### src/mma_pkg.sv
/*
 * Matrix multiply accelerator shared types
 * Link byte, matrix word and dimension widths plus the command codes
 * carried on the byte stream
 */
package mma_pkg;

    typedef logic [7:0] byte_t;           // One link byte
    typedef logic signed [31:0] word_t;   // Matrix value or transferred word
    typedef logic [15:0] dim_t;           // Dimension or element index

    // Codes seen on the link, both directions
    typedef enum logic [7:0] {
        CMD_LOAD_A   = 8'h01,             // Host sends matrix A
        CMD_LOAD_B   = 8'h02,             // Host sends matrix B
        CMD_MULTIPLY = 8'h03,             // Compute R = A * B
        CMD_READ_R   = 8'h04,             // Host asks for R
        RSP_DONE     = 8'h05,             // Multiply finished
        RSP_ACK      = 8'h06,             // Load accepted
        RSP_ERR      = 8'hAA              // Dimension mismatch
    } cmd_e;

endpackage

### src/matrix_ram.sv
/*
 * Matrix memory
 * Single-port store for one matrix in row-major order, registered read
 */
`timescale 1ns/10ps

module matrix_ram
    import mma_pkg::*;
#(
    parameter int MAX_DIM = 8,
    localparam int DEPTH = MAX_DIM * MAX_DIM,
    localparam int AW = $clog2(DEPTH)
) (
    input  logic          CLK100MHZ,
    input  logic          we_i,        // Write strobe
    input  logic [AW-1:0] addr_i,      // Row-major element index
    input  word_t         wdata_i,
    output word_t         rdata_o      // Valid one cycle after addr_i
);

    word_t mem_q [DEPTH];              // Element storage

    always_ff @(posedge CLK100MHZ) begin
        if (we_i) begin
            mem_q[addr_i] <= wdata_i;  // Write port
        end
        rdata_o <= mem_q[addr_i];      // Read first, old data on collision
    end

    // Writes must stay inside the MAX_DIM x MAX_DIM array
    assert property (@(posedge CLK100MHZ) we_i |-> (addr_i < DEPTH))
        else $error("matrix_ram write beyond depth, addr %0d", addr_i);

endmodule

### config.mk
export PLATFORM = sky130hd
export DESIGN_NAME = matrix_ram
export DESIGN_NICKNAME = d
export VERILOG_FILES = /design/src/mma_pkg.sv /design/src/matrix_ram.sv
export SDC_FILE = /design/constraint.sdc
export NUM_CORES = 2
export LEC_CHECK = 0
export BUFFER_PORTS_ARGS = -buffer_cell sky130_fd_sc_hd__buf_2
export CAP_MARGIN = 20
export CORE_ASPECT_RATIO = 1.2
export CORE_MARGIN = 2
export CORE_UTILIZATION = 50
export CTS_BUF_LIST = sky130_fd_sc_hd__clkbuf_16
export DETAILED_ROUTE_END_ITERATION = 8
export HOLD_SLACK_MARGIN = 0.05
export MAX_ROUTING_LAYER = met4
export PLACE_DENSITY = 0.72
export RECOVER_POWER = 25
export SETUP_SLACK_MARGIN = 0.02
export SLEW_MARGIN = 10
export SYNTH_ARGS = -nofsm -noshare
export SYNTH_HDL_FRONTEND = slang
export SYNTH_SLANG_ARGS = --single-unit
### constraint.sdc
create_clock -name CLK100MHZ -period 4.22 [get_ports CLK100MHZ]
set_input_delay 0.844 -clock CLK100MHZ [delete_from_list [all_inputs] [get_ports CLK100MHZ]]
set_output_delay 0.844 -clock CLK100MHZ [all_outputs]
set_load 0.1 [all_outputs]
=== Yosys cells after proc, flatten, opt, wreduce, memory -nomap -nowiden ===
Memories as Yosys holds them, arrays and structs flattened. A register that Yosys moved wholly into a read port is not among the register bits.
Cells that the tools add are included.

* RAM bits: 2048
* Output and inout port bits: 32
* Input bits: 40
* Bits in registers: 0
* Memories kept: 1

{| class="wikitable"
|+ Memories
! memory !! depth !! width !! read ports !! clocked after memory_dff !! write ports !! RTL line !! RTL
|-
| mem_q || 64 || 32 || 1 || 1 || 1 || matrix_ram.sv:21 || <nowiki>word_t mem_q [DEPTH];</nowiki>
|}

* Muxes and demuxes: 2

{| class="wikitable"
|+ Operators by type and width
! kind !! number
|-
| $mux 1 || 2
|}

=== Logic depth before layout (Yosys ltp) ===
* Word-level depth: 2
* Depth in mapped cells: 13
* Depth with buffers taken out: 6

=== Least setup slack after synthesis ===
No wires, ideal clock.

* Path type: input to register
* Start point: input port addr_i[2]
* End point: memory mem_q[15][0] (netlist bit) (enable)
* Setup time: 0.421 ns
* Path buffers: 6
* Stages on the path: 8
* Required time: 3.799 ns
* Path slack: 0.137 ns
* Arrival: 3.662 ns
* Path through: buf_2 -> buf_2 -> buf_2 -> buf_2 -> buf_2 -> buf_2 -> nand3_1 -> nor2_1

{| class="wikitable"
|+ RTL lines
! element !! RTL line !! RTL
|-
| start, declared || matrix_ram.sv:16 || <nowiki>input logic [AW-1:0] addr_i,</nowiki>
|-
| end, declared || matrix_ram.sv:21 ||
|}

Straight into the memory's write port.

==> impl_metrics.yaml <==
setup_path:
  cp.required_ps: 4920
  rr_worst_depth: 5
  endpoint: "rdata_o[10]"
  cp_slowest_cell: "a2111oi_0"
  cp-start-kind: "primary input"
  arrival_ps: 4030
  worst-path-max-fanout: 43
  r2r_start: "mem_q[29][15]"
  worstReg2RegEnd: "rdata_o[15]"
  cp_cell_sequence: "buf_8 > inv_1 > buf_4 > buf_4 > and3_1 > nor4_1 > a31oi_1 > buf_4 > a2111oi_0 > buf_4 > nand3_1"
  r2r_setup_slack_ps: 1650
  critPathMaxStageDelay_ps: 850
  endpoint_kind: "flip-flop"
  crit_path_start: "addr_i[2]"
  cp.depth: 11
  critPathKind: "in2reg"
  crit_top_cell: "buf_4"
  crit_family: "buffers and inverters"
  critPathBufInv: 6
grt:
  grt_pass1_wl_um: 304000
  grt_antenna_before_repair: 14
  grt_max_degree: 81
  track_usage_pct: 26.9
  grt_overflow: 0
  grt_pass1_vias: 43319
timing:
  fin_crit_sh_pct: 78.9
  maxSlewViolCount: 964
  finalSetupViolCount: 0
  worst_pin_slew_ps: 3110
  grt_setup_unrepaired: "no"
  max_freq_ghz: 0.300
  finalHoldViolCount: 0
  period_needed_ps: 3330
  clock_skew_ps: 23.2
  finalSetupTns_ps: 0
  maxSlewHeadroom_pct: -107
cts:
  tritoncts: "built"
  htreeDepth: 4
  post_cts_resized: 0
  path_clk_slew_ps: 70
  ctsHoldBuffers: 0
  cts_sinks: 2080
  post_cts_buffers: 0
  insertion_delay_ps: 830
  cts_made_buffers: 190
  cts_buffer_depth: 3
  clockRootBuffer: "clkbuf_16"
synth:
  synth_cells: 4239
  avgSynthCellArea_sq_um: 18.6
  synthFlopType: "edfxtp_1"
  synth_top_area_share_pct: 77.9
  synth_nets: 4279
  ys_warn_count: 0
  synthArstFlopShare_pct: 0
  synth-seq-area-share_pct: 78.7
  synth_seq_cells: 2080
  ys_types: 56
  ys_top_cells_by_area: "edfxtp_1, mux2i_1, mux4_2, mux2_2, a221oi_1"
  yosysTopAreaCell: "edfxtp_1"
  synth_edf_count: 2048
  syn_area_sq_um: 78900
pwr:
  p_leak_uw: 0.0295
  powerDensity_nw_per_um2: 469
  ir_drop_mv: 0.411
finish:
  final_common_cell: "edfxtp_1"
  final_cell_mix: "edfxtp_1, mux2i_1, buf_4"
  fin_nets: 4572
  drive_above_1_share_pct: 20.5
  stdcell_area_sq_um: 90500
  area_growth_pct: 14.7
  final_util_pct: 57.8
route:
  drt-wirelength-per-cell_um: 31.3
  first_pass_iters: 8
  ant_nets: 0
  drcViolationCount: 0
  avgViaCountPerCell: 6.51
  route.final.wire_length_um: 213000
  vias: 44206
  drt-initial-drc-count: 6195
floorplan:
  die_h_um: 439
  die_area_sq_um: 161000
  core_sq_um: 157000
  start_util_pct: 50.4
  dieWidth_um: 367
  ios: 72
  num_rows: 159
worst_hold_path:
  min_path_type: "in2reg"
  min_from: "wdata_i[20]"
run_status:
  status: "finished with violations"
  violations: "capacitance limit, slew limit"
placement:
  post-dp-hpwl_um: 126000
  io_buffer_count: 71
  place_congestion: 0.910
  place_area_sq_um: 84400
run:
  cap_viol_max_count: 22
## per-layer routing
| metal | global-route usage [%] | vias to the layer above | part of all wire, % |
|---|---|---|---|
| met5 | - | - | 0 |
| met4 | 13.9 | 0 | 5.8 |
| met3 | 4.27 | 534 | 10 |
| met2 | 42.8 | 2859 | 49 |
| met1 | 33.7 | 22589 | 35 |
| li1 | - | 18224 | - |
## how the worst min path moves through the flow
| stage | cells past startpoint | endpoint | slack [ps] |
|---|---|---|---|
| floorplan | 4 | rdata_o[10] | 560 |
| global placement | 3 | rdata_o[21] | 600 |
| detailed placement | 3 | rdata_o[17] | 590 |
| CTS | 1 | mem_q[52][20] | 230 |
| global route | 1 | mem_q[55][20] | 350 |
| finish | 1 | mem_q[55][20] | 370 |
## area by class of cell
cell class                      instances  area (sq um)
Inverter                                2          15.0
Timing Repair Buffer                  399          3560
Fill cell                           11364         66000
Tap cell                             2093          2620
Antenna cell                           11          27.5
Multi-Input combinational cell       1859         16000
Clock inverter                        148          1120
Sequential cell                      2080         62100
Clock buffer                          200          5000
## where the power goes
part | total [uW] | internal (uW) | leakage [uW] | switching [uW]
clock network | 16900 | 9560 | 0.00315 | 7320
logic | 2590 | 737 | 0.00762 | 1860
registers | 23000 | 22900 | 0.0187 | 95.8
## Yosys cell counts, drive strengths merged, types with 15 or more instances
| master | number |
|---|---|
| a221oi | 175 |
| nor3 | 22 |
| clkbuf | 169 |
| mux2i | 259 |
| mux2 | 147 |
| nand3 | 54 |
| edfxtp | 2048 |
| or4 | 15 |
| o22ai | 93 |
| nand2 | 28 |
| o2bb2ai | 15 |
| o22a | 70 |
| nor2 | 145 |
| a221o | 15 |
| mux4 | 96 |
| o21ai | 85 |
| a222oi | 16 |
| and3 | 85 |
| a2111oi | 15 |
| a22o | 66 |
| a31oi | 43 |
| a22oi | 188 |
| a211oi | 17 |
| a21oi | 121 |
| nand2b | 18 |
| buf | 129 |
| dfxtp | 32 |
## flip-flops by register name (all words and copies together) (netlist names)
name	flops
mem_q	2048
rdata_o	32
## logic make-up (layout without fill, tap and decap cells)
family | count (synthesis) | after routing | share of synthesized area (%)
multiplexers | 502 | 502 | 8.12
AO/OA/AOI/OAI | 933 | 933 | 8.66
AND/OR/NAND/NOR | 424 | 424 | 2.81
buffers and inverters | 300 | 749 | 1.68
flip-flops | 2080 | 2080 | 78.7
other | 0 | 11 | 0
## metrics by stage
stage | setup WS [ps] | cells | total power (uW) | hold WS (ps)
2_1_floorplan | 137 | 4239 | 24800 | 564
3_3_place_gp | 42.7 | 6425 | 25900 | 599
3_5_place_dp | 17.0 | 6426 | 26000 | 590
4_1_cts | 902 | 6774 | 42600 | 229
5_1_grt | 697 | 6790 | 43500 | 355
6_report | 890 | 6792 | 42500 | 374
No activity file was read; power rests on OpenSTA's default activity.
