File: config.mk
export PLATFORM = sky130hd
export DESIGN_NAME = word_rx
export DESIGN_NICKNAME = d
export VERILOG_FILES = /design/src/mma_pkg.sv /design/src/word_rx.sv
export SDC_FILE = /design/constraint.sdc
export NUM_CORES = 1
export LEC_CHECK = 0
export ABC_AREA = 1
export BUFFER_PORTS_ARGS = -buffer_cell sky130_fd_sc_hd__buf_2
export CELL_PAD_IN_SITES_DETAIL_PLACEMENT = 1
export CELL_PAD_IN_SITES_GLOBAL_PLACEMENT = 1
export CORE_UTILIZATION = 42
export CTS_BUF_LIST = sky130_fd_sc_hd__clkbuf_4 sky130_fd_sc_hd__clkbuf_8
export DETAILED_ROUTE_END_ITERATION = 16
export PLACE_DENSITY = 0.85
export SYNTH_ARGS = -nofsm -noshare
export SYNTH_HDL_FRONTEND = slang
export SYNTH_SLANG_ARGS = --single-unit
File: constraint.sdc
create_clock -name CLK100MHZ -period 2.3 [get_ports CLK100MHZ]
set_input_delay 0.345 -clock CLK100MHZ [delete_from_list [all_inputs] [get_ports CLK100MHZ]]
set_output_delay 0.345 -clock CLK100MHZ [all_outputs]
set_load 0.01 [all_outputs]
File: src/mma_pkg.sv
/*
 * Matrix multiply accelerator shared types
 * Link byte, matrix word and dimension widths plus the command codes
 * carried on the byte stream
 */
package mma_pkg;

    typedef logic [7:0] byte_t;           // One link byte
    typedef logic signed [31:0] word_t;   // Matrix value or transferred word
    typedef logic [15:0] dim_t;           // Dimension or element index

    // Codes seen on the link, both directions
    typedef enum logic [7:0] {
        CMD_LOAD_A   = 8'h01,             // Host sends matrix A
        CMD_LOAD_B   = 8'h02,             // Host sends matrix B
        CMD_MULTIPLY = 8'h03,             // Compute R = A * B
        CMD_READ_R   = 8'h04,             // Host asks for R
        RSP_DONE     = 8'h05,             // Multiply finished
        RSP_ACK      = 8'h06,             // Load accepted
        RSP_ERR      = 8'hAA              // Dimension mismatch
    } cmd_e;

endpackage

File: src/word_rx.sv
/*
 * Receive word framer
 * Packs four link bytes, first byte most significant, into one word
 */
`timescale 1ns/10ps

module word_rx
    import mma_pkg::*;
(
    input  logic  CLK100MHZ,
    input  logic  rst_i,
    input  logic  collect_i,      // Level from controller, low clears count
    input  byte_t rx_data_i,
    input  logic  rx_valid_i,     // One strobe per byte
    output word_t word_o,
    output logic  word_valid_o    // One-cycle pulse per assembled word
);

    logic [1:0]  cnt_q;           // Bytes held so far
    logic [23:0] sh_q;            // Upper three bytes in arrival order

    always_ff @(posedge CLK100MHZ) begin
        word_valid_o <= 1'b0;                          // Pulse by default
        if (rst_i) begin
            cnt_q <= 2'd0;
        end else if (!collect_i) begin
            cnt_q <= 2'd0;                             // Not in a payload
        end else if (rx_valid_i) begin
            cnt_q <= cnt_q + 2'd1;                     // Wraps after fourth
            sh_q  <= {sh_q[15:0], rx_data_i};          // Shift in at bottom
            if (cnt_q == 2'd3) begin
                word_o       <= {sh_q, rx_data_i};     // Big-endian word
                word_valid_o <= 1'b1;
            end
        end
    end

endmodule

# [Yosys cells after proc, flatten, opt, wreduce, memory -nomap -nowiden]
# Cells that the tools add are included.
[totals] regBits=59 input_bits=12 output_inout_bits=33 word_cells=14
[classes] n_addsub=1 eq_ne=1 muxes=1 n_bitwise=3 n_reduce_logical=4
[op_table] operator="$reduce_and A4 Y1" count=1
[op_table] operator="$not A1 Y1" count=3
[op_table] operator="$reduce_and A3 Y1" count=1
[op_table] operator="$reduce_or A3 Y1" count=1
[op_table] operator="$add A2 B1 Y2 const B" count=1
[op_table] operator="$eq A2 B2 Y1 const B" count=1
[op_table] operator="$reduce_or A2 Y1" count=1
[op_table] operator="$mux W1" count=1

# [Longest topological paths before layout]
[depth] depth_word=2 mapped_depth=4 ltp_nobuf=4

# [Worst setup path after synthesis]
# OpenSTA, ideal clock, no wires.
[synth_timing] path_type="flip-flop to flip-flop" start="register cnt_q[0]" end="register word_o[0], enable pin" setup_time_ps=421 arrival_ps=1901 required_ps=1879 slack_ps=-22 stages_incl_launch_ff=4 path_buffers=0 synth_period_minus_slack_ps=2322 cell_sequence="dfxtp_1 -> ha_1 -> nand2_1 -> nor2_1"
[synth_between] elab_chain_len=2
[synth_lines] element="from (decl)" line="word_rx.sv:19" rtl="logic [1:0] cnt_q;"
[synth_lines] element="from (signal assigned)" line="word_rx.sv:29" rtl="cnt_q <= cnt_q + 2'd1;"
[synth_lines] element="$eq A2 B2 Y1" line="word_rx.sv:31" rtl="if (cnt_q == 2'd3) begin"
[synth_lines] element="$reduce_and A4 Y1 (no line)"
[synth_lines] element="to (signal assigned)" line="word_rx.sv:32" rtl="word_o <= {sh_q, rx_data_i};"
[synth_lines] element="to (decl)" line="word_rx.sv:15" rtl="output word_t word_o,"
# No other way between the ends.
# A chain may end at the register's enable or synchronous reset.

# [Worst setup path in the final report]
[layout_timing] start="register cnt_q[0]" end="register word_o[30], enable pin"
# Same word-level chain as after synthesis.

==> summary.md <==
| Metric | Value |
|---|---|
| Worst-path clk slew | `roughly 0.060 ns` |
| GRT Util Overall | `between 10% and 20%` |
| # rows | `23` |
| Yosys cell types | `10` |
| CTS buffer count | `9` |
| IO Pins | `45` |
| Leakage | `0.877 nW` |
| Initial core utilization | `44.5%` |
| HPWL after detailed placement | `2210 µm` |
| Drt total wl | `3160 µm` |
| Register area | `about 1700 µm²` |
| Clock sinks | `59` |
| Hold path depth | `1` |
| Critical Path End Type | `register` |
| Reg2Reg Depth | `4` |
| CP Max Fanout | `17` |
| Skew-Pair Late Insertion Delay | `about 0.32 ns` |
| Fraction of final layout cells sized beyond drive strength 1 | `between 40 and 50%` |
| Final Wtd Congestion | `0.629` |
| Ys Warns | `0` |
| Largest net degree at the start of global routing | `25` |
| Via count | `841` |
| Post-synthesis register bit count | `59` |
| Mapped Cells | `75` |
| First-pass GRT wire length | `4440 µm` |
| Die area | `4590 µm²` |
| Worst EP required | `between 2 and 2.5 ns` |
| Status | `finished clean` |
| Vias in the first global route | `868` |
| Die Width | `67.8 µm` |
| Slew Viols, Final | `0` |
| Crit path launch | `cnt_q[0]` |
| Initial antenna violation count | `0` |
| Mapped Area | `1820 µm²` |
| Maxcap violations | `0` |
| Post-CTS setup buffers | `0` |
| Ant diodes | `0` |
| Fmax | `748 MHz` |
| Setup TNS | `0 ns` |
| PwrDens | `946 nW/µm²` |
| Bufs on Longest Clock Path | `2` |
| Placed Area | `2130 µm²` |
| Rel. slew slack | `between 70 and 80%` |
| HP Start | `rx_data_i[0]` |
| TritonRoute pass-1 iters | `4` |
| Hold-fix buffers, CTS | `0` |
| Post-layout util | `57.3%` |
| Fillers | `389` |
| Multi-input logic area | `73.8 µm²` |
| Min-delay worst type | `in -> reg` |
| Nets@finish | `146` |
| Minimum clock period | `1.34 ns` |
| Worst Tran Pin Value | `0.312 ns` |
| # DRC | `0` |
| Final instance area | `2340 µm²` |
| Core Area | `slightly above 4000 µm²` |
| CP Launch Type | `register` |
| Routed Antenna Nets | `0` |
| Area Overhead vs Synth | `29.0%` |
| Non-filler cells, final | `about 190` |
| Setup ws final | `between 0.9 and 1 ns` |
| Total global routing overflow | `0` |
| Worst clock skew | `0.00312 ns` |
| Clock root buffer | `clkbuf_8` |
| CP arrival | `1.34 ns` |
| Cts repair resizes | `0` |
| Syn nets | `88` |
| H-tree depth | `3` |
| # setup viols final | `0` |
| RSZ-0062 raised after global routing | `no` |
| Final Cycle Share | `58.1%` |
| Routed length per instance | `16.8 µm` |
| Peak supply drop | `0.000608 V` |
| Hold Vio Cnt, Final | `0` |
| Post-synthesis sequential area ratio | `95.9%` |
| Synth Area per Inst | `between 20 and 25 µm²` |
| Port Buffers | `44` |
| Die H | `67.8 µm` |
| DRT iter0 DRCs | `27` |
| Worst r2r src | `cnt_q[0]` |
| Critical path class | `reg -> reg` |
| Pre-CTS setup slack | `0.857 ns` |
| Via/cell ratio | `between 4 and 5` |
| # placed instances | `172` |
| CTS tree | `built` |
## worst paths after layout
path | endpoint | slack [ns]
max | word_o[30] | 0.96
min | word_o[0] | 0.21
max reg2reg | word_o[30] | 0.96
min reg2reg | word_o[26] | 0.42
## where the power goes
| group | switching, mW | internal, mW | total, mW |
|---|---|---|---|
| Clock | 0.387 | 0.614 | 1.00 |
| Combinational | 0.0173 | 0.0102 | 0.0275 |
| Sequential | 0.00679 | 1.18 | 1.19 |
## sequential cells by signal, summed over array words and instances, names as in the netlist
signal        count
word_o           32
sh_q             24
cnt_q             2
word_valid_o      1
## kinds of logic (layout without fill, tap and decap cells)
kind of cell	Yosys count	after routing	synth area share, %
and+or+nand+nor	11	11	2.55
adders and majority gates	1	1	0.689
buffers and inverters	3	66	0.620
AOI/OAI and AO/OA	1	1	0.275
DFF	59	59	95.9
## layer usage
metal / share of wire [%] / wire, µm / vias up / GRT usage [%]
li1: - / - / 401 / -
met1: 41 / 1290 / 400 / 16.6
met2: 52 / 1650 / 36 / 25.5
met3: 5.9 / 186 / 4 / 6.42
met4: 1.1 / 36 / 0 / 6.25
met5: 0 / 0 / - / 0
## per-stage QoR
stage / total power [mW] / hold WS (ns)
finish: 2.22 / 0.214
global route: 2.27 / 0.201
CTS: 2.24 / 0.194
detailed placement: 1.24 / 0.405
global placement: 1.23 / 0.401
floorplan: 1.22 / 0.400
## synthesized netlist by cell type
cell | instances | area (µm²)
a21oi_1 | 1 | 5.00
nand2_1 | 6 | 22.5
inv_1 | 2 | 7.51
edfxtp_1 | 56 | 1680
nand2_2 | 1 | 6.26
inv_2 | 1 | 3.75
dfxtp_1 | 3 | 60.1
ha_1 | 1 | 12.5
nor2_2 | 1 | 6.26
nor2_1 | 3 | 11.3
## placed cells by master, fill, tap and decap left out
cell,instances
bufinv_16,2
clkbuf_8,9
a21oi_1,1
buf_2,44
edfxtp_1,56
inv_1,2
nor2_1,1
clkinv_2,4
dfxtp_1,3
inv_2,1
nand2_2,1
ha_1,1
nand2_1,6
nor2_4,1
nor2_2,2
buf_4,3
clkbuf_4,1
## area by class of cell
cell class / count / share of cell area, %
Sequential cell: 59 / 74.3
Multi-Input combinational cell: 13 / 3.15
Clock buffer: 10 / 5.61
Inverter: 3 / 0.481
Clock inverter: 6 / 3.42
Timing Repair Buffer: 47 / 10.4
Tap cell: 50 / 2.67
## critical path: stages (launching register included)
cell	delay, ns
dfxtp_1	0.37
ha_1	0.16
nand2_1	0.10
nor2_4	0.13
buf_4	0.27
Note: power is estimated with default switching activity, not from simulation.
