$ cat config.mk
export PLATFORM = sky130hd
export DESIGN_NAME = word_tx
export DESIGN_NICKNAME = d
export VERILOG_FILES = /design/src/mma_pkg.sv /design/src/word_tx.sv
export SDC_FILE = /design/constraint.sdc
export NUM_CORES = 1
export LEC_CHECK = 0
export ABC_AREA = 1
export BUFFER_PORTS_ARGS = -buffer_cell sky130_fd_sc_hd__buf_2
export CAP_MARGIN = 20
export CORE_MARGIN = 10
export CORE_UTILIZATION = 40
export DETAILED_ROUTE_END_ITERATION = 12
export PLACE_DENSITY = 0.73
export SYNTH_ARGS = -nofsm -noshare
export SYNTH_HDL_FRONTEND = slang
export SYNTH_SLANG_ARGS = --single-unit
$ cat constraint.sdc
create_clock -name CLK100MHZ -period 5.46 [get_ports CLK100MHZ]
set_input_delay 1.092 -clock CLK100MHZ [delete_from_list [all_inputs] [get_ports CLK100MHZ]]
set_output_delay 1.092 -clock CLK100MHZ [all_outputs]
set_load 0.01 [all_outputs]
$ cat src/mma_pkg.sv
/*
 * Matrix multiply accelerator shared types
 * Link byte, matrix word and dimension widths plus the command codes
 * carried on the byte stream
 */
package mma_pkg;

    typedef logic [7:0] byte_t;           // One link byte
    typedef logic signed [31:0] word_t;   // Matrix value or transferred word
    typedef logic [15:0] dim_t;           // Dimension or element index

    // Codes seen on the link, both directions
    typedef enum logic [7:0] {
        CMD_LOAD_A   = 8'h01,             // Host sends matrix A
        CMD_LOAD_B   = 8'h02,             // Host sends matrix B
        CMD_MULTIPLY = 8'h03,             // Compute R = A * B
        CMD_READ_R   = 8'h04,             // Host asks for R
        RSP_DONE     = 8'h05,             // Multiply finished
        RSP_ACK      = 8'h06,             // Load accepted
        RSP_ERR      = 8'hAA              // Dimension mismatch
    } cmd_e;

endpackage

$ cat src/word_tx.sv
/*
 * Transmit framer
 * Sends a word as four bytes MSB first, or a single response byte,
 * pacing each byte on the outside transmitter's busy level
 */
`timescale 1ns/10ps

module word_tx
    import mma_pkg::*;
(
    input  logic  CLK100MHZ,
    input  logic  rst_i,
    input  logic  send_word_i,    // Start four-byte send
    input  logic  send_byte_i,    // Start single-byte send of low byte
    input  word_t tx_word_i,
    input  logic  tx_busy_i,      // Transmitter occupied
    output byte_t tx_data_o,
    output logic  tx_valid_o,     // One pulse per byte
    output logic  done_o          // Last byte out and link free again
);

    typedef enum logic [1:0] {TX_IDLE, TX_GAP, TX_WAIT} tx_state_e;

    tx_state_e  state_q;
    logic [1:0] left_q;           // Bytes still to send
    word_t      sh_q;             // Remaining bytes, next one on top

    always_ff @(posedge CLK100MHZ) begin
        tx_valid_o <= 1'b0;
        done_o     <= 1'b0;
        if (rst_i) begin
            state_q <= TX_IDLE;
        end else begin
            case (state_q)
                TX_IDLE: begin
                    if (send_word_i) begin
                        tx_data_o  <= tx_word_i[31:24];           // MSB first
                        sh_q       <= tx_word_i <<< 8;
                        left_q     <= 2'd3;
                        tx_valid_o <= 1'b1;
                        state_q    <= TX_GAP;
                    end else if (send_byte_i) begin
                        tx_data_o  <= tx_word_i[7:0];
                        left_q     <= 2'd0;
                        tx_valid_o <= 1'b1;
                        state_q    <= TX_GAP;
                    end
                end
                TX_GAP: state_q <= TX_WAIT;     // Busy shows up one cycle late
                TX_WAIT: begin
                    if (!tx_busy_i) begin
                        if (left_q == 2'd0) begin
                            done_o  <= 1'b1;
                            state_q <= TX_IDLE;
                        end else begin
                            tx_data_o  <= sh_q[31:24];
                            sh_q       <= sh_q <<< 8;
                            left_q     <= left_q - 2'd1;
                            tx_valid_o <= 1'b1;
                            state_q    <= TX_GAP;
                        end
                    end
                end
                default: state_q <= TX_IDLE;
            endcase
        end
    end

    // Controller must wait for done_o before the next send
    assert property (@(posedge CLK100MHZ) disable iff (rst_i)
        (send_word_i || send_byte_i) |-> (state_q == TX_IDLE))
        else $error("word_tx send request while a send is in progress");

endmodule

* Word-level counts from Yosys, hierarchy flattened
Cells that the tools add are included.
Storage, ports and cells: register bits after elaboration 46, word-level logic and storage cells 47
Cells by class: $add $sub $neg 1, equality and inequality tests 6, muxes and demuxes 25, bitwise logic cells 2, reduce and logical (&&, ||, !) cells 7
Operator list (number):
- $mux W32 | 3
- $pmux W32 S2 | 1
- $mux W8 | 4
- $pmux W8 S2 | 1
- $mux W2 | 7
- $reduce_and A5 Y1 | 2
- $mux W1 | 6
- $ne A2 B2 Y1 const B | 3
- $pmux W2 S3 | 1
- $logic_not A2 Y1 | 2
- $pmux W2 S2 | 1
- $ne A3 B3 Y1 const B | 1
- $reduce_or A3 Y1 | 1
- $eq A2 B1 Y1 const B | 1
- $eq A2 B2 Y1 const B | 1
- $not A1 Y1 | 2
- $pmux W1 S2 | 1
- $reduce_and A2 Y1 | 1
- $reduce_bool A2 Y1 | 1
- $sub A2 B1 Y2 const B | 1

* Logic depth before layout (Yosys ltp)
depth after elaboration 4, depth in mapped cells 6

* Worst setup path before layout
Ideal clock, no wire load.
path type input to register, start input tx_busy_i, end register sh_q[10] (enable), library setup time 405 ps, arrival 2365 ps, data required time 5055 ps, slack 2691 ps, stages on the path 3, cells stage by stage o21ai_0 -> nand2_1 -> nor2_1
Between the ends: longest elaborated chain between the ends 2
RTL lines:
- start, declared | RTL line word_tx.sv:16 | input logic tx_busy_i,
- $ne A2 B2 Y1 (no line)
- $reduce_and A5 Y1 (no line)
- end signal, assigned | RTL line word_tx.sv:38 | sh_q <= tx_word_i <<< 8;
- end signal, assigned | RTL line word_tx.sv:57 | sh_q <= sh_q <<< 8;
- end, declared | RTL line word_tx.sv:26 | word_t sh_q;
No other way between the ends. A chain may end at the register's enable or synchronous reset.

* Final worst setup path
start input send_word_i, end register tx_data_o[3] (enable)
Between the ends: longest elaborated chain between the ends 2
RTL lines:
- start, declared | RTL line word_tx.sv:13 | input logic send_word_i,
- $ne A3 B3 Y1 (no line)
- $reduce_and A5 Y1 (no line)
- end signal, assigned | RTL line word_tx.sv:37 | tx_data_o <= tx_word_i[31:24];
- end signal, assigned | RTL line word_tx.sv:43 | tx_data_o <= tx_word_i[7:0];
- end signal, assigned | RTL line word_tx.sv:56 | tx_data_o <= sh_q[31:24];
- end, declared | RTL line word_tx.sv:17 | output byte_t tx_data_o,
No other way between the ends.

==> results.json <==
{
  "cts-hold-fix-buffers": 0,
  "critical_path_class": "in -> reg",
  "finalHoldViolCount": 0,
  "status": "finished, final reports clean",
  "grt_pass1_vias": 1311,
  "fmax_mhz": 413,
  "syn_avg_cell_area_um2": 9.32,
  "yosysSeqAreaShare_pct": 63.5,
  "cts_buffers": 5,
  "cellLeakagePower_nw": 1.01,
  "fillers": 397,
  "num_vias": 1264,
  "synth_top_area_share_pct": 58.9,
  "place_congestion": 0.752,
  "post-dp-hpwl_mm": 2.63,
  "synth_area_leaders": "edfxtp_1, nand2_1, dfxtp_1",
  "cts_resized": 0,
  "vdd_drop_max_uv": 169,
  "fin_util_pct": 50.7,
  "yosysMostFrequentCell": "nand2_1",
  "min_to": "state_q[1]",
  "drt.antenna.violating_nets": 0,
  "drive_above_1_share_pct": 25.2,
  "synth_cells": 186,
  "yosysWarnings": 0,
  "clkTransAtPathRegs_ps": 70,
  "rsz0062_at_grt": "no",
  "dieHeight_um": 85.8,
  "syn-cell-area_um2": 1730,
  "synth_enable_flop_cells": 34,
  "crit_arrival_ps": 2350,
  "ys_ff_latch": 38,
  "worstMarginPinSlew_ps": 759,
  "wl_per_cell_um": 12.6,
  "finalSetupTns_ps": 0,
  "hold_path_depth": 2,
  "path_max_fanout": 11,
  "layout_worst_path_cycle_share_pct": 44.4,
  "syn_to_final_growth_pct": 19.6,
  "drc_errors": 0,
  "cts_sinks": 38,
  "finalCriticalPeriod_ps": 2420,
  "initial_core_util_pct": 42.4,
  "timing.hold.ws_ps": 512,
  "synthDistinctLibCells": 16,
  "grt_use_total_pct": 10.2,
  "ios": 47,
  "synth_area_leader_cell": "edfxtp_1",
  "diodes": 0,
  "reg2reg_from": "left_q[0]",
  "syn-num-nets": 224,
  "dp_cells": 276,
  "startpoint_type": "primary input",
  "stdcell_count": 284,
  "root_buffer": "clkbuf_8",
  "gr-total-overflow": 0,
  "power_density_nw_per_um2": 314,
  "r2r-end": "tx_data_o[3]",
  "cts_tree": "built",
  "cap_violations": 0,
  "synth_common_cells": "nand2_1, edfxtp_1, inv_1",
  "die_w_um": 85.8,
  "clock_latency_ps": 290,
  "viasPerCell": 4.45,
  "drt_first_pass_iters": 4,
  "coreArea_um2": 4090,
  "drt_iter0_drc": 94,
  "nNetsFinal": 271,
  "port_buffers": 46,
  "cp_data_required_time_ps": 5380,
  "min_from": "state_q[0]",
  "htreeDepth": 2,
  "design_power_total_w": 0.000650,
  "maxSlewHeadroom_pct": 49.2,
  "synthArstFlopShare_pct": 0,
  "end_kind": "register",
  "grt_pass1_wl_mm": 5.93,
  "row_count": 23,
  "postCtsSetupRepairBufs": 0,
  "drv_slew": 0,
  "fin_worst_skew_ps": 2.01,
  "hold_class": "reg -> reg",
  "die_area_um2": 7370,
  "routed_wirelength_mm": 3.57,
  "clockBufferDepth": 2,
  "grt_antenna_before_repair": 0,
  "synth_ff_type": "edfxtp_1",
  "setup_violations": 0,
  "worstRegToRegCells": 5,
  "grt_max_degree": 33,
  "ff2ff_setup_slack_ps": 3600
}
## cell families (layout without fill, tap and decap cells)
family / count (synthesis) / count (layout) / share of synthesized area [%]
buffers and inverters: 31 / 79 / 8.81
and+or+nand+nor: 112 / 112 / 25.8
AOI/OAI and AO/OA: 4 / 4 / 1.15
adders and majority gates: 1 / 1 / 0.722
DFF: 38 / 38 / 63.5
## flip-flops by register name, summed over array words and instances, names as in the netlist
register    flops
sh_q           24
left_q          2
tx_data_o       8
tx_valid_o      1
done_o          1
state_q         2
## power breakdown
part	internal (W)	total (W)	leakage, nW	switching [W]
registers	0.000353	0.000360	0.352	0.00000717
clock network	0.000102	0.000199	0.0482	0.0000968
logic	0.0000329	0.0000912	0.614	0.0000583
total	0.000487	0.000650	1.01	0.000162
## cell usage in the layout (no fill, tap or decap), types with 2 or more instances in the layout
| cell | n |
|---|---|
| clkbuf_8 | 6 |
| inv_1 | 21 |
| nor2_1 | 14 |
| edfxtp_1 | 34 |
| nand3_1 | 9 |
| o21ai_0 | 3 |
| buf_2 | 46 |
| dfxtp_1 | 4 |
| nand2_1 | 86 |
| inv_2 | 2 |
## stage by stage
step / instance area [um2] / setup slack (ps)
after floorplan: 1730 / 2690
after global placement: 1970 / 2670
after detailed placement: 1980 / 2700
after CTS: 2070 / 3010
after global routing: 2070 / 2860
final: 2070 / 3040
## critical path, stage by stage
cell	delay [ps]
buf_2	210
clkinv_1	260
nand2_1	120
nor2_1	60
nor2_1	600
## routing by layer
metal	track usage [%]	routed length (um)	share of wire (%)
met4	4.94	70	2.0
met3	4.82	327	9.2
met1	12.1	1610	45
met2	15.1	1570	44
met5	0	0	0
## how the worst max path moves through the flow
stage | cells past startpoint | slack (ps) | start | to
floorplan | 3 | 2690 | tx_busy_i | sh_q[10]
global placement | 4 | 2670 | tx_busy_i | sh_q[8]
detailed placement | 5 | 2700 | send_word_i | tx_data_o[3]
CTS | 5 | 3010 | send_word_i | tx_data_o[3]
global route | 5 | 2860 | send_word_i | tx_data_o[0]
finish | 5 | 3040 | send_word_i | tx_data_o[3]
## layout make-up
cell class / count / area, um2 / area share [%]
clock buffer: 7 / 86.3 / 4.17
clock inverter: 1 / 5.00 / 0.242
inverter: 24 / 90.1 / 4.35
multi-input combinational: 117 / 482 / 23.2
sequential: 38 / 1100 / 53.1
tap: 50 / 62.6 / 3.02
timing repair buffer: 47 / 245 / 11.8
Power figures use the tool's default switching activity.
