## src/mma_pkg.sv

```systemverilog
/*
 * Matrix multiply accelerator shared types
 * Link byte, matrix word and dimension widths plus the command codes
 * carried on the byte stream
 */
package mma_pkg;

    typedef logic [7:0] byte_t;           // One link byte
    typedef logic signed [31:0] word_t;   // Matrix value or transferred word
    typedef logic [15:0] dim_t;           // Dimension or element index

    // Codes seen on the link, both directions
    typedef enum logic [7:0] {
        CMD_LOAD_A   = 8'h01,             // Host sends matrix A
        CMD_LOAD_B   = 8'h02,             // Host sends matrix B
        CMD_MULTIPLY = 8'h03,             // Compute R = A * B
        CMD_READ_R   = 8'h04,             // Host asks for R
        RSP_DONE     = 8'h05,             // Multiply finished
        RSP_ACK      = 8'h06,             // Load accepted
        RSP_ERR      = 8'hAA              // Dimension mismatch
    } cmd_e;

endpackage

```

## src/mma_controller.sv

```systemverilog
/*
 * Accelerator controller
 * Decodes link commands, loads A and B, sequences dot products through
 * the MAC into R and streams R back out
 */
`timescale 1ns/10ps

module mma_controller
    import mma_pkg::*;
#(
    parameter int MAX_DIM = 8,
    localparam int AW = $clog2(MAX_DIM * MAX_DIM)
) (
    input  logic          CLK100MHZ,
    input  logic          rst_i,
    input  byte_t         rx_data_i,
    input  logic          rx_valid_i,
    output logic          collect_o,     // Payload bytes go to word_rx
    input  word_t         word_i,
    input  logic          word_valid_i,
    output logic          send_word_o,
    output logic          send_byte_o,
    output word_t         tx_word_o,
    input  logic          tx_done_i,
    output logic          a_we_o,
    output logic [AW-1:0] a_addr_o,
    output word_t         a_wdata_o,
    output logic          b_we_o,
    output logic [AW-1:0] b_addr_o,
    output word_t         b_wdata_o,
    output logic          r_we_o,
    output logic [AW-1:0] r_addr_o,
    output word_t         r_wdata_o,
    input  word_t         a_rdata_i,
    input  word_t         b_rdata_i,
    input  word_t         r_rdata_i,
    output word_t         op_a_o,
    output word_t         op_b_o,
    output logic          op_valid_o,
    output logic          op_last_o,
    input  word_t         sum_i,
    input  logic          sum_valid_i
);

    typedef enum logic [3:0] {
        ST_IDLE, ST_LOAD_DIMS, ST_LOAD_DATA, ST_RESPOND, ST_CHECK_DIMS,
        ST_ISSUE_DOT, ST_WAIT_SUM, ST_READ_DIMS, ST_READ_DATA
    } ctrl_state_e;

    ctrl_state_e   state_q;
    dim_t          a_m_q, a_n_q, b_m_q, b_n_q, r_m_q, r_n_q;   // Stored shapes
    dim_t          i_q, j_q, k_q;       // R row, R column, inner index
    dim_t          cnt_q;               // Load or readout element count
    logic          sel_b_q;             // Load target is B
    logic          first_q;             // First step of a sub-sequence
    logic          iss_q, iss_last_q;   // Pair issued, aligned with address
    logic [AW-1:0] a_addr_q, b_addr_q, r_addr_q;
    word_t         wdata_q;             // Shared memory write data
    dim_t          ld_tot, r_tot;       // Element counts

    assign ld_tot    = sel_b_q ? b_m_q * b_n_q : a_m_q * a_n_q;
    assign r_tot     = r_m_q * r_n_q;
    assign collect_o = (state_q == ST_LOAD_DIMS) || (state_q == ST_LOAD_DATA);
    assign a_addr_o  = a_addr_q;
    assign b_addr_o  = b_addr_q;
    assign r_addr_o  = r_addr_q;
    assign a_wdata_o = wdata_q;
    assign b_wdata_o = wdata_q;
    assign r_wdata_o = wdata_q;
    assign op_a_o    = a_rdata_i;       // Memory data lines up with op_valid_o
    assign op_b_o    = b_rdata_i;

    always_ff @(posedge CLK100MHZ) begin
        a_we_o      <= 1'b0;             // Strobes default low
        b_we_o      <= 1'b0;
        r_we_o      <= 1'b0;
        send_word_o <= 1'b0;
        send_byte_o <= 1'b0;
        iss_q       <= 1'b0;
        iss_last_q  <= 1'b0;
        op_valid_o  <= iss_q;            // One cycle for the memory read
        op_last_o   <= iss_last_q;
        if (rst_i) begin
            state_q    <= ST_IDLE;
            {a_m_q, a_n_q, b_m_q, b_n_q, r_m_q, r_n_q} <= '0;
            sel_b_q    <= 1'b0;
            first_q    <= 1'b0;
            op_valid_o <= 1'b0;
            op_last_o  <= 1'b0;
        end else begin
            case (state_q)
                ST_IDLE: begin
                    if (rx_valid_i) begin
                        case (rx_data_i)
                            CMD_LOAD_A, CMD_LOAD_B: begin
                                sel_b_q <= (rx_data_i == CMD_LOAD_B);
                                first_q <= 1'b1;
                                state_q <= ST_LOAD_DIMS;
                            end
                            CMD_MULTIPLY: state_q <= ST_CHECK_DIMS;
                            CMD_READ_R: begin
                                send_word_o <= 1'b1;
                                tx_word_o   <= word_t'(r_m_q);    // Rows first
                                first_q     <= 1'b1;
                                r_addr_q    <= '0;                // Prefetch element 0
                                state_q     <= ST_READ_DIMS;
                            end
                            default: ;                            // Unknown code ignored
                        endcase
                    end
                end
                ST_LOAD_DIMS: begin
                    if (word_valid_i) begin
                        first_q <= 1'b0;
                        cnt_q   <= '0;
                        if (first_q && sel_b_q) begin
                            b_m_q <= dim_t'(word_i);
                        end else if (first_q) begin
                            a_m_q <= dim_t'(word_i);
                        end else begin
                            if (sel_b_q) begin
                                b_n_q <= dim_t'(word_i);
                            end else begin
                                a_n_q <= dim_t'(word_i);
                            end
                            state_q <= ST_LOAD_DATA;
                        end
                    end
                end
                ST_LOAD_DATA: begin
                    if (word_valid_i) begin
                        a_we_o   <= !sel_b_q;
                        b_we_o   <= sel_b_q;
                        a_addr_q <= AW'(cnt_q);
                        b_addr_q <= AW'(cnt_q);
                        wdata_q  <= word_i;
                        cnt_q    <= cnt_q + 1'b1;
                        if (cnt_q == ld_tot - 1'b1) begin
                            send_byte_o <= 1'b1;
                            tx_word_o   <= word_t'(RSP_ACK);
                            state_q     <= ST_RESPOND;
                        end
                    end
                end
                ST_RESPOND: begin
                    if (tx_done_i) begin
                        state_q <= ST_IDLE;
                    end
                end
                ST_CHECK_DIMS: begin
                    if (a_n_q != b_m_q) begin
                        send_byte_o <= 1'b1;              // R left as it was
                        tx_word_o   <= word_t'(RSP_ERR);
                        state_q     <= ST_RESPOND;
                    end else begin
                        r_m_q <= a_m_q;
                        r_n_q <= b_n_q;
                        i_q   <= '0;
                        j_q   <= '0;
                        k_q   <= '0;
                        if (a_n_q == '0) begin            // Nothing loaded, empty R
                            send_byte_o <= 1'b1;
                            tx_word_o   <= word_t'(RSP_DONE);
                            state_q     <= ST_RESPOND;
                        end else begin
                            state_q <= ST_ISSUE_DOT;
                        end
                    end
                end
                ST_ISSUE_DOT: begin
                    iss_q    <= 1'b1;                     // One pair per cycle
                    a_addr_q <= AW'(i_q * a_n_q + k_q);   // A[i][k]
                    b_addr_q <= AW'(k_q * b_n_q + j_q);   // B[k][j]
                    if (k_q == a_n_q - 1'b1) begin
                        iss_last_q <= 1'b1;
                        k_q        <= '0;
                        state_q    <= ST_WAIT_SUM;
                    end else begin
                        k_q <= k_q + 1'b1;
                    end
                end
                ST_WAIT_SUM: begin
                    if (sum_valid_i) begin
                        r_we_o   <= 1'b1;
                        r_addr_q <= AW'(i_q * r_n_q + j_q);
                        wdata_q  <= sum_i;
                        state_q  <= ST_ISSUE_DOT;
                        if (j_q == r_n_q - 1'b1) begin
                            j_q <= '0;
                            i_q <= i_q + 1'b1;
                            if (i_q == r_m_q - 1'b1) begin  // Last element
                                send_byte_o <= 1'b1;
                                tx_word_o   <= word_t'(RSP_DONE);
                                state_q     <= ST_RESPOND;
                            end
                        end else begin
                            j_q <= j_q + 1'b1;
                        end
                    end
                end
                ST_READ_DIMS: begin
                    if (tx_done_i) begin
                        if (first_q) begin
                            first_q     <= 1'b0;
                            send_word_o <= 1'b1;
                            tx_word_o   <= word_t'(r_n_q);
                        end else if (r_tot == '0) begin
                            state_q <= ST_IDLE;           // Empty R, dims only
                        end else begin
                            cnt_q   <= '0;
                            first_q <= 1'b1;              // Element send pending
                            state_q <= ST_READ_DATA;
                        end
                    end
                end
                ST_READ_DATA: begin
                    if (first_q) begin
                        first_q     <= 1'b0;
                        send_word_o <= 1'b1;
                        tx_word_o   <= r_rdata_i;
                        r_addr_q    <= AW'(cnt_q + 1'b1); // Fetch during the send
                    end else if (tx_done_i) begin
                        if (cnt_q == r_tot - 1'b1) begin
                            state_q <= ST_IDLE;
                        end else begin
                            cnt_q   <= cnt_q + 1'b1;
                            first_q <= 1'b1;
                        end
                    end
                end
                default: state_q <= ST_IDLE;
            endcase
        end
    end

    // Host dimensions must fit the memories
    assert property (@(posedge CLK100MHZ) disable iff (rst_i)
        (state_q == ST_LOAD_DIMS && word_valid_i) |-> (word_i >= 1 && word_i <= MAX_DIM))
        else $error("received dimension %0d outside 1..%0d", word_i, MAX_DIM);

endmodule

```

## config.mk

```make
export PLATFORM = sky130hd
export DESIGN_NAME = mma_controller
export DESIGN_NICKNAME = d
export VERILOG_FILES = /design/src/mma_pkg.sv /design/src/mma_controller.sv
export SDC_FILE = /design/constraint.sdc
export NUM_CORES = 2
export LEC_CHECK = 0
export BUFFER_PORTS_ARGS = -buffer_cell sky130_fd_sc_hd__clkbuf_2
export CORE_MARGIN = 1.5
export CORE_UTILIZATION = 45
export DETAILED_ROUTE_END_ITERATION = 7
export GPL_TIMING_DRIVEN = 0
export PLACE_DENSITY_LB_ADDON = 0.1
export SYNTH_ARGS = -nofsm -noshare
export SYNTH_HDL_FRONTEND = slang
export SYNTH_SLANG_ARGS = --single-unit
```

## constraint.sdc

```tcl
create_clock -name CLK100MHZ -period 20.3 [get_ports CLK100MHZ]
set_input_delay 4.06 -clock CLK100MHZ [delete_from_list [all_inputs] [get_ports CLK100MHZ]]
set_output_delay 4.06 -clock CLK100MHZ [all_outputs]
set_load 0.01 [all_outputs]
```

# == Yosys cells after proc, flatten, opt, wreduce, memory -nomap -nowiden ==
# Index checks and enable logic that the tools add are counted.
# classes
add_sub_neg,12
multipliers,6
eq_ne,43
n_mux,90
bitwise,9
reduce_logical,35
# ops
cell,count
2-to-1 mux 32 bit,14
2-to-1 mux 16 bit,15
case mux 32 bit (6 select lines),1
case mux 16 bit (2 select lines),3
equality test 16 bit,5
subtractor 16 x 1 -> 16 bit (second input constant),5
adder 16 x 1 -> 16 bit (second input constant),4
case mux 16 bit (4 select lines),1
case mux 32 bit (2 select lines),1
2-to-1 mux 4 bit,15
multiplier 16 x 16 -> 16 bit,3
multiplier 16 x 16 -> 6 bit,3
inequality test 2 bit (second input constant),21
case mux 4 bit (9 select lines),1
logical NOT 16 bit,2
2-to-1 mux 6 bit,5
case mux 6 bit (2 select lines),2
2-to-1 mux 1 bit,23
AND reduction 5 bit,4
adder 6 bit,3
case mux 6 bit (3 select lines),1
equality test 4 x 3 -> 1 bit (second input constant),4
equality test 8 x 2 -> 1 bit (second input constant),2
inequality test 16 bit,1
30 further kinds,56
# word_totals
register_bits,257
inputBits,174
output_inout_bits,218
word_cells,222

# == Logic depth before layout (Yosys ltp) ==
# logic_depth
depth_word,7
depth_mapped,30
ltp_nobuf,26

# == Least setup slack after synthesis ==
# Ideal clock, no wire load.
# synth_path
path_type,register to register
start,register a_n_q[2]
end,register tx_word_o[0] (enable)
setup_ps,461
arrival_ps,8675
t_required_ps,19839
setup_slack_ps,11164
path_stages_with_launch,24
n_path_buf,3
period_less_slack_ps,9136
path_cell_list,dfxtp_1 > clkbuf_1 > clkbuf_1 > nand2_1 > fa_1 > fa_1 > fa_1 > fa_1 > fa_1 > fa_1 > inv_1 > ha_1 > clkbuf_1 > a21o_1 > nor3b_1 > a2bb2oi_1 > nand3_1 > nor4b_1 > xnor2_1 > xnor2_1 > o31ai_1 > nand3_2 > o31a_1 > nor3_1
# synth_between
elab_chain_cells,6
word_cells_on_any_way,9
classes_between,add/sub: 1; mul: 1; eq/ne: 4; mux: 1; reduce/logical: 2
# synth_lines
element,line_no,text
"start, declared",mma_controller.sv:51,"dim_t a_m_q, a_n_q, b_m_q, b_n_q, r_m_q, r_n_q;"
"start signal, assigned",mma_controller.sv:124,a_n_q <= dim_t'(word_i);
multiplier 16 x 16 -> 16 bit,mma_controller.sv:61,assign ld_tot = sel_b_q ? b_m_q * b_n_q : a_m_q * a_n_q;
2-to-1 mux 16 bit,mma_controller.sv:61,
subtractor 16 x 1 -> 16 bit,mma_controller.sv:138,if (cnt_q == ld_tot - 1'b1) begin
equality test 16 bit,mma_controller.sv:138,
inequality test 2 x 1 -> 1 bit (no line),--,
AND reduction 13 bit (no line) (*),--,
"end signal, assigned",mma_controller.sv:140,tx_word_o <= word_t'(RSP_ACK);
"end signal, assigned",mma_controller.sv:153,tx_word_o <= word_t'(RSP_ERR);
"end signal, assigned",mma_controller.sv:163,tx_word_o <= word_t'(RSP_DONE);
"end, declared",mma_controller.sv:23,"output word_t tx_word_o,"
# Mark *: on every way between the ends. The rest lies on a longest branch, timed or not.
# A chain may end at the register's enable or synchronous reset.

# == Worst setup path in the final report ==
# layout_path
start,register a_n_q[2]
end,register tx_word_o[24] (enable)
# Same word-level chain as after synthesis.

==> flow_metrics.tcl <==
set metrics [dict create \
    status "finished, violations left" \
    violations "max-capacitance violations" \
    grt_pass1_vias 24000 \
    clock-root-buffer "clkbuf_16" \
    synth_area_leader_cell "fa_1" \
    vias 25300 \
    gp_congestion 0.947 \
    fin_nets 4488 \
    crit_family "adder cells" \
    regArea_um2 6610 \
    placedInstanceArea_um2 32400 \
    worstPathRequired_ps 20580 \
    synth_most_common_cell "nand2_1" \
    worstMarginPinSlew_ps 1460 \
    start_util_pct 45.8 \
    min-delay-start "b_m_q[15]$_SDFFE_PP0P_" \
    crit_start "a_n_q[2]$_SDFFE_PP0P_" \
    grt_use_total_pct 28.9 \
    synth_flop_cell "edfxtp_1" \
    max_freq_mhz 107 \
    finalHoldViolations 0 \
    synthArstFlopShare_pct 0 \
    p_per_area_nw_per_um2 51.6 \
    yosysSeqAreaShare_pct 22.3 \
    cp-start-kind "flop" \
    cts.sinks 257 \
    syn_nets 4117 \
    fin_util_pct 51.9 \
    ios 392 \
    drive_above_1_share_pct 14.9 \
    core_um2 64700 \
    synth_top_family_by_area "adder cells" \
    drv_slew 0 \
    post_drt_wl_per_cell_um 20.7 \
    p_leak_uw 0.0147 \
    drcViolationCount 0 \
    ys_ff_latch 257 \
    tritoncts "yes" \
    rsz0062_at_grt "no" \
    yosys-top-cells-area "fa_1, edfxtp_1, ha_1, nand2_1, dfxtp_1" \
    die_w_um 260 \
    drt_iter0_drc 1958 \
    first_pass_iters 6 \
    synthSimpleGateAreaFrac_pct 20.8 \
    portBuffers 324 \
    overflow 0 \
    min_period_ps 9340 \
    critPathMaxStageDelay_ps 940 \
    cts_resized 0 \
    grt_pass1_wl_um 147000 \
    clock_skew_ps 34.7 \
    min_period_over_period_pct 46.0 \
    avgViaCountPerCell 5.34 \
    drtAntennaViolNets 0 \
    syn_area_um2 29600 \
    multi_input_area_um2 19800 \
    synth_xor_xnor_area_share_pct 9.16 \
    cts_buffers 34 \
    cts_buffer_depth 3 \
    crit_slowest_cell "nor4b_1" \
    htree_levels 2 \
    slew_headroom_pct 1.92 \
    yosys.area.top_type_share_pct 17.6 \
    critPathCaptureType "flop" \
    synth.avg_cell_area_um2 8.49 \
    yosysWarnings 0 \
    dieHeight_um 260 \
    cts_setup_buffers 0 \
    yosys-mux-area-fraction_pct 2.07 \
    row_count 93 \
    ys_types 99 \
    clk_latency_ps 580 \
    critPathMaxFanout 13 \
    cap_viol_max_count 1 \
    dp_hpwl_um 78300 \
    grt_max_degree 17 \
    ir_drop_v 0.0000561 \
    synth_compound_area_share_pct 8.67 \
    cp_data_arrival_time_ps 9630 \
    fp.dieArea_um2 67300 \
    syn_to_final_growth_pct 13.5 \
    synth-edff-count 146 \
    r2r_start "a_n_q[2]$_SDFFE_PP0P_" \
    antenna_found_initial 3 \
    fin_setup_tns_ps 0 \
    hold_path.class "flop to flop" \
    fin_area_um2 33600 \
    postCtsHoldBufs 0 \
    crit_path_frequent_cell "fa_1" \
    synth_fa_ha_area_share_pct 25.9 \
    clkTransAtPathRegs_ps 60 \
    cp_num_buf_inv 7 \
    drt-total-wl_um 98200 \
    syn_inst 3486 \
    synth_common_cells "nand2_1, inv_1, fa_1" \
    fillCellCount 6357 \
    crit_type "flop to flop" \
    finalSetupViolCount 0 \
]
==> registers in the layout (all words and copies together) (netlist names), 16 cells and up <==
register / flops
a_m_q: 16
a_n_q: 16
a_wdata_o: 32
b_m_q: 16
b_n_q: 16
cnt_q: 16
i_q: 16
j_q: 16
k_q: 16
r_m_q: 16
r_n_q: 16
tx_word_o: 32
==> power breakdown <==
group	internal [µW]	switching [µW]	total, µW
Combinational	169	312	481
Clock	362	260	623
Sequential	601	26.9	628
==> tightest hold or removal path: cells and delay by family (launching register included) <==
kind	cells	cell delay, ps
DFF	1	330
and+or+nand+nor	1	60
AOI/OAI and AO/OA	1	60
==> cell families after synthesis <==
kind of cell,count (synthesis)
xor gates and xnor gates,305
buffers and inverters,714
adders and majority gates,457
muxes,59
AOI/OAI and AO/OA,392
DFF,257
and+or+nand+nor,1302
==> per-layer routing <==
metal | share of wire [%] | global-route usage [%] | routed length (µm)
met5 | 0.013 | 0 | 13
met4 | 2.5 | 7.19 | 2430
met3 | 8.3 | 4.90 | 8180
met2 | 45 | 44.6 | 43900
met1 | 44 | 41.9 | 43600
==> layout make-up <==
cell class / instances / share of cell area (%)
tap: 855 / 3.18
inverter: 371 / 4.15
clock buffer: 42 / 2.83
timing repair buffer: 335 / 5.17
antenna: 1 / 0.00745
sequential: 257 / 19.7
buffer: 343 / 5.63
multi-input combinational: 2515 / 58.8
clock inverter: 20 / 0.570
==> stage by stage <==
step                      power [µW]  cells  worst slack (ps)  hold WS, ps
final                           1730   4739             10960          494
after global routing            1800   4739             10630          513
after CTS                       1730   4738             11060          489
after detailed placement        1110   4676             11080          483
after global placement          1100   4665              8190          476
after floorplan                  940   3486             11160          414
==> worst paths after layout <==
check                                                to  slack [ps]  cells past startpoint
worst max register to register  tx_word_o[24]$_DFFE_PP_       10960                     26
worst min-delay path             b_m_q[15]$_SDFFE_PP0P_         490                      2
worst min register to register   b_m_q[15]$_SDFFE_PP0P_         490                      2
worst max-delay path            tx_word_o[24]$_DFFE_PP_       10960                     26
==> cell usage in the layout (no fill, tap or decap), types with 134 or more instances in the layout <==
cell type and count:
nand2_1 599, inv_1 369, clkbuf_2 324, fa_1 261
and2_1 226, xnor2_1 202, ha_1 196, nor2_1 192
clkbuf_1 191, edfxtp_1 146, a21oi_1 134, buf_4 134
Note: power is estimated with default switching activity, not from simulation.
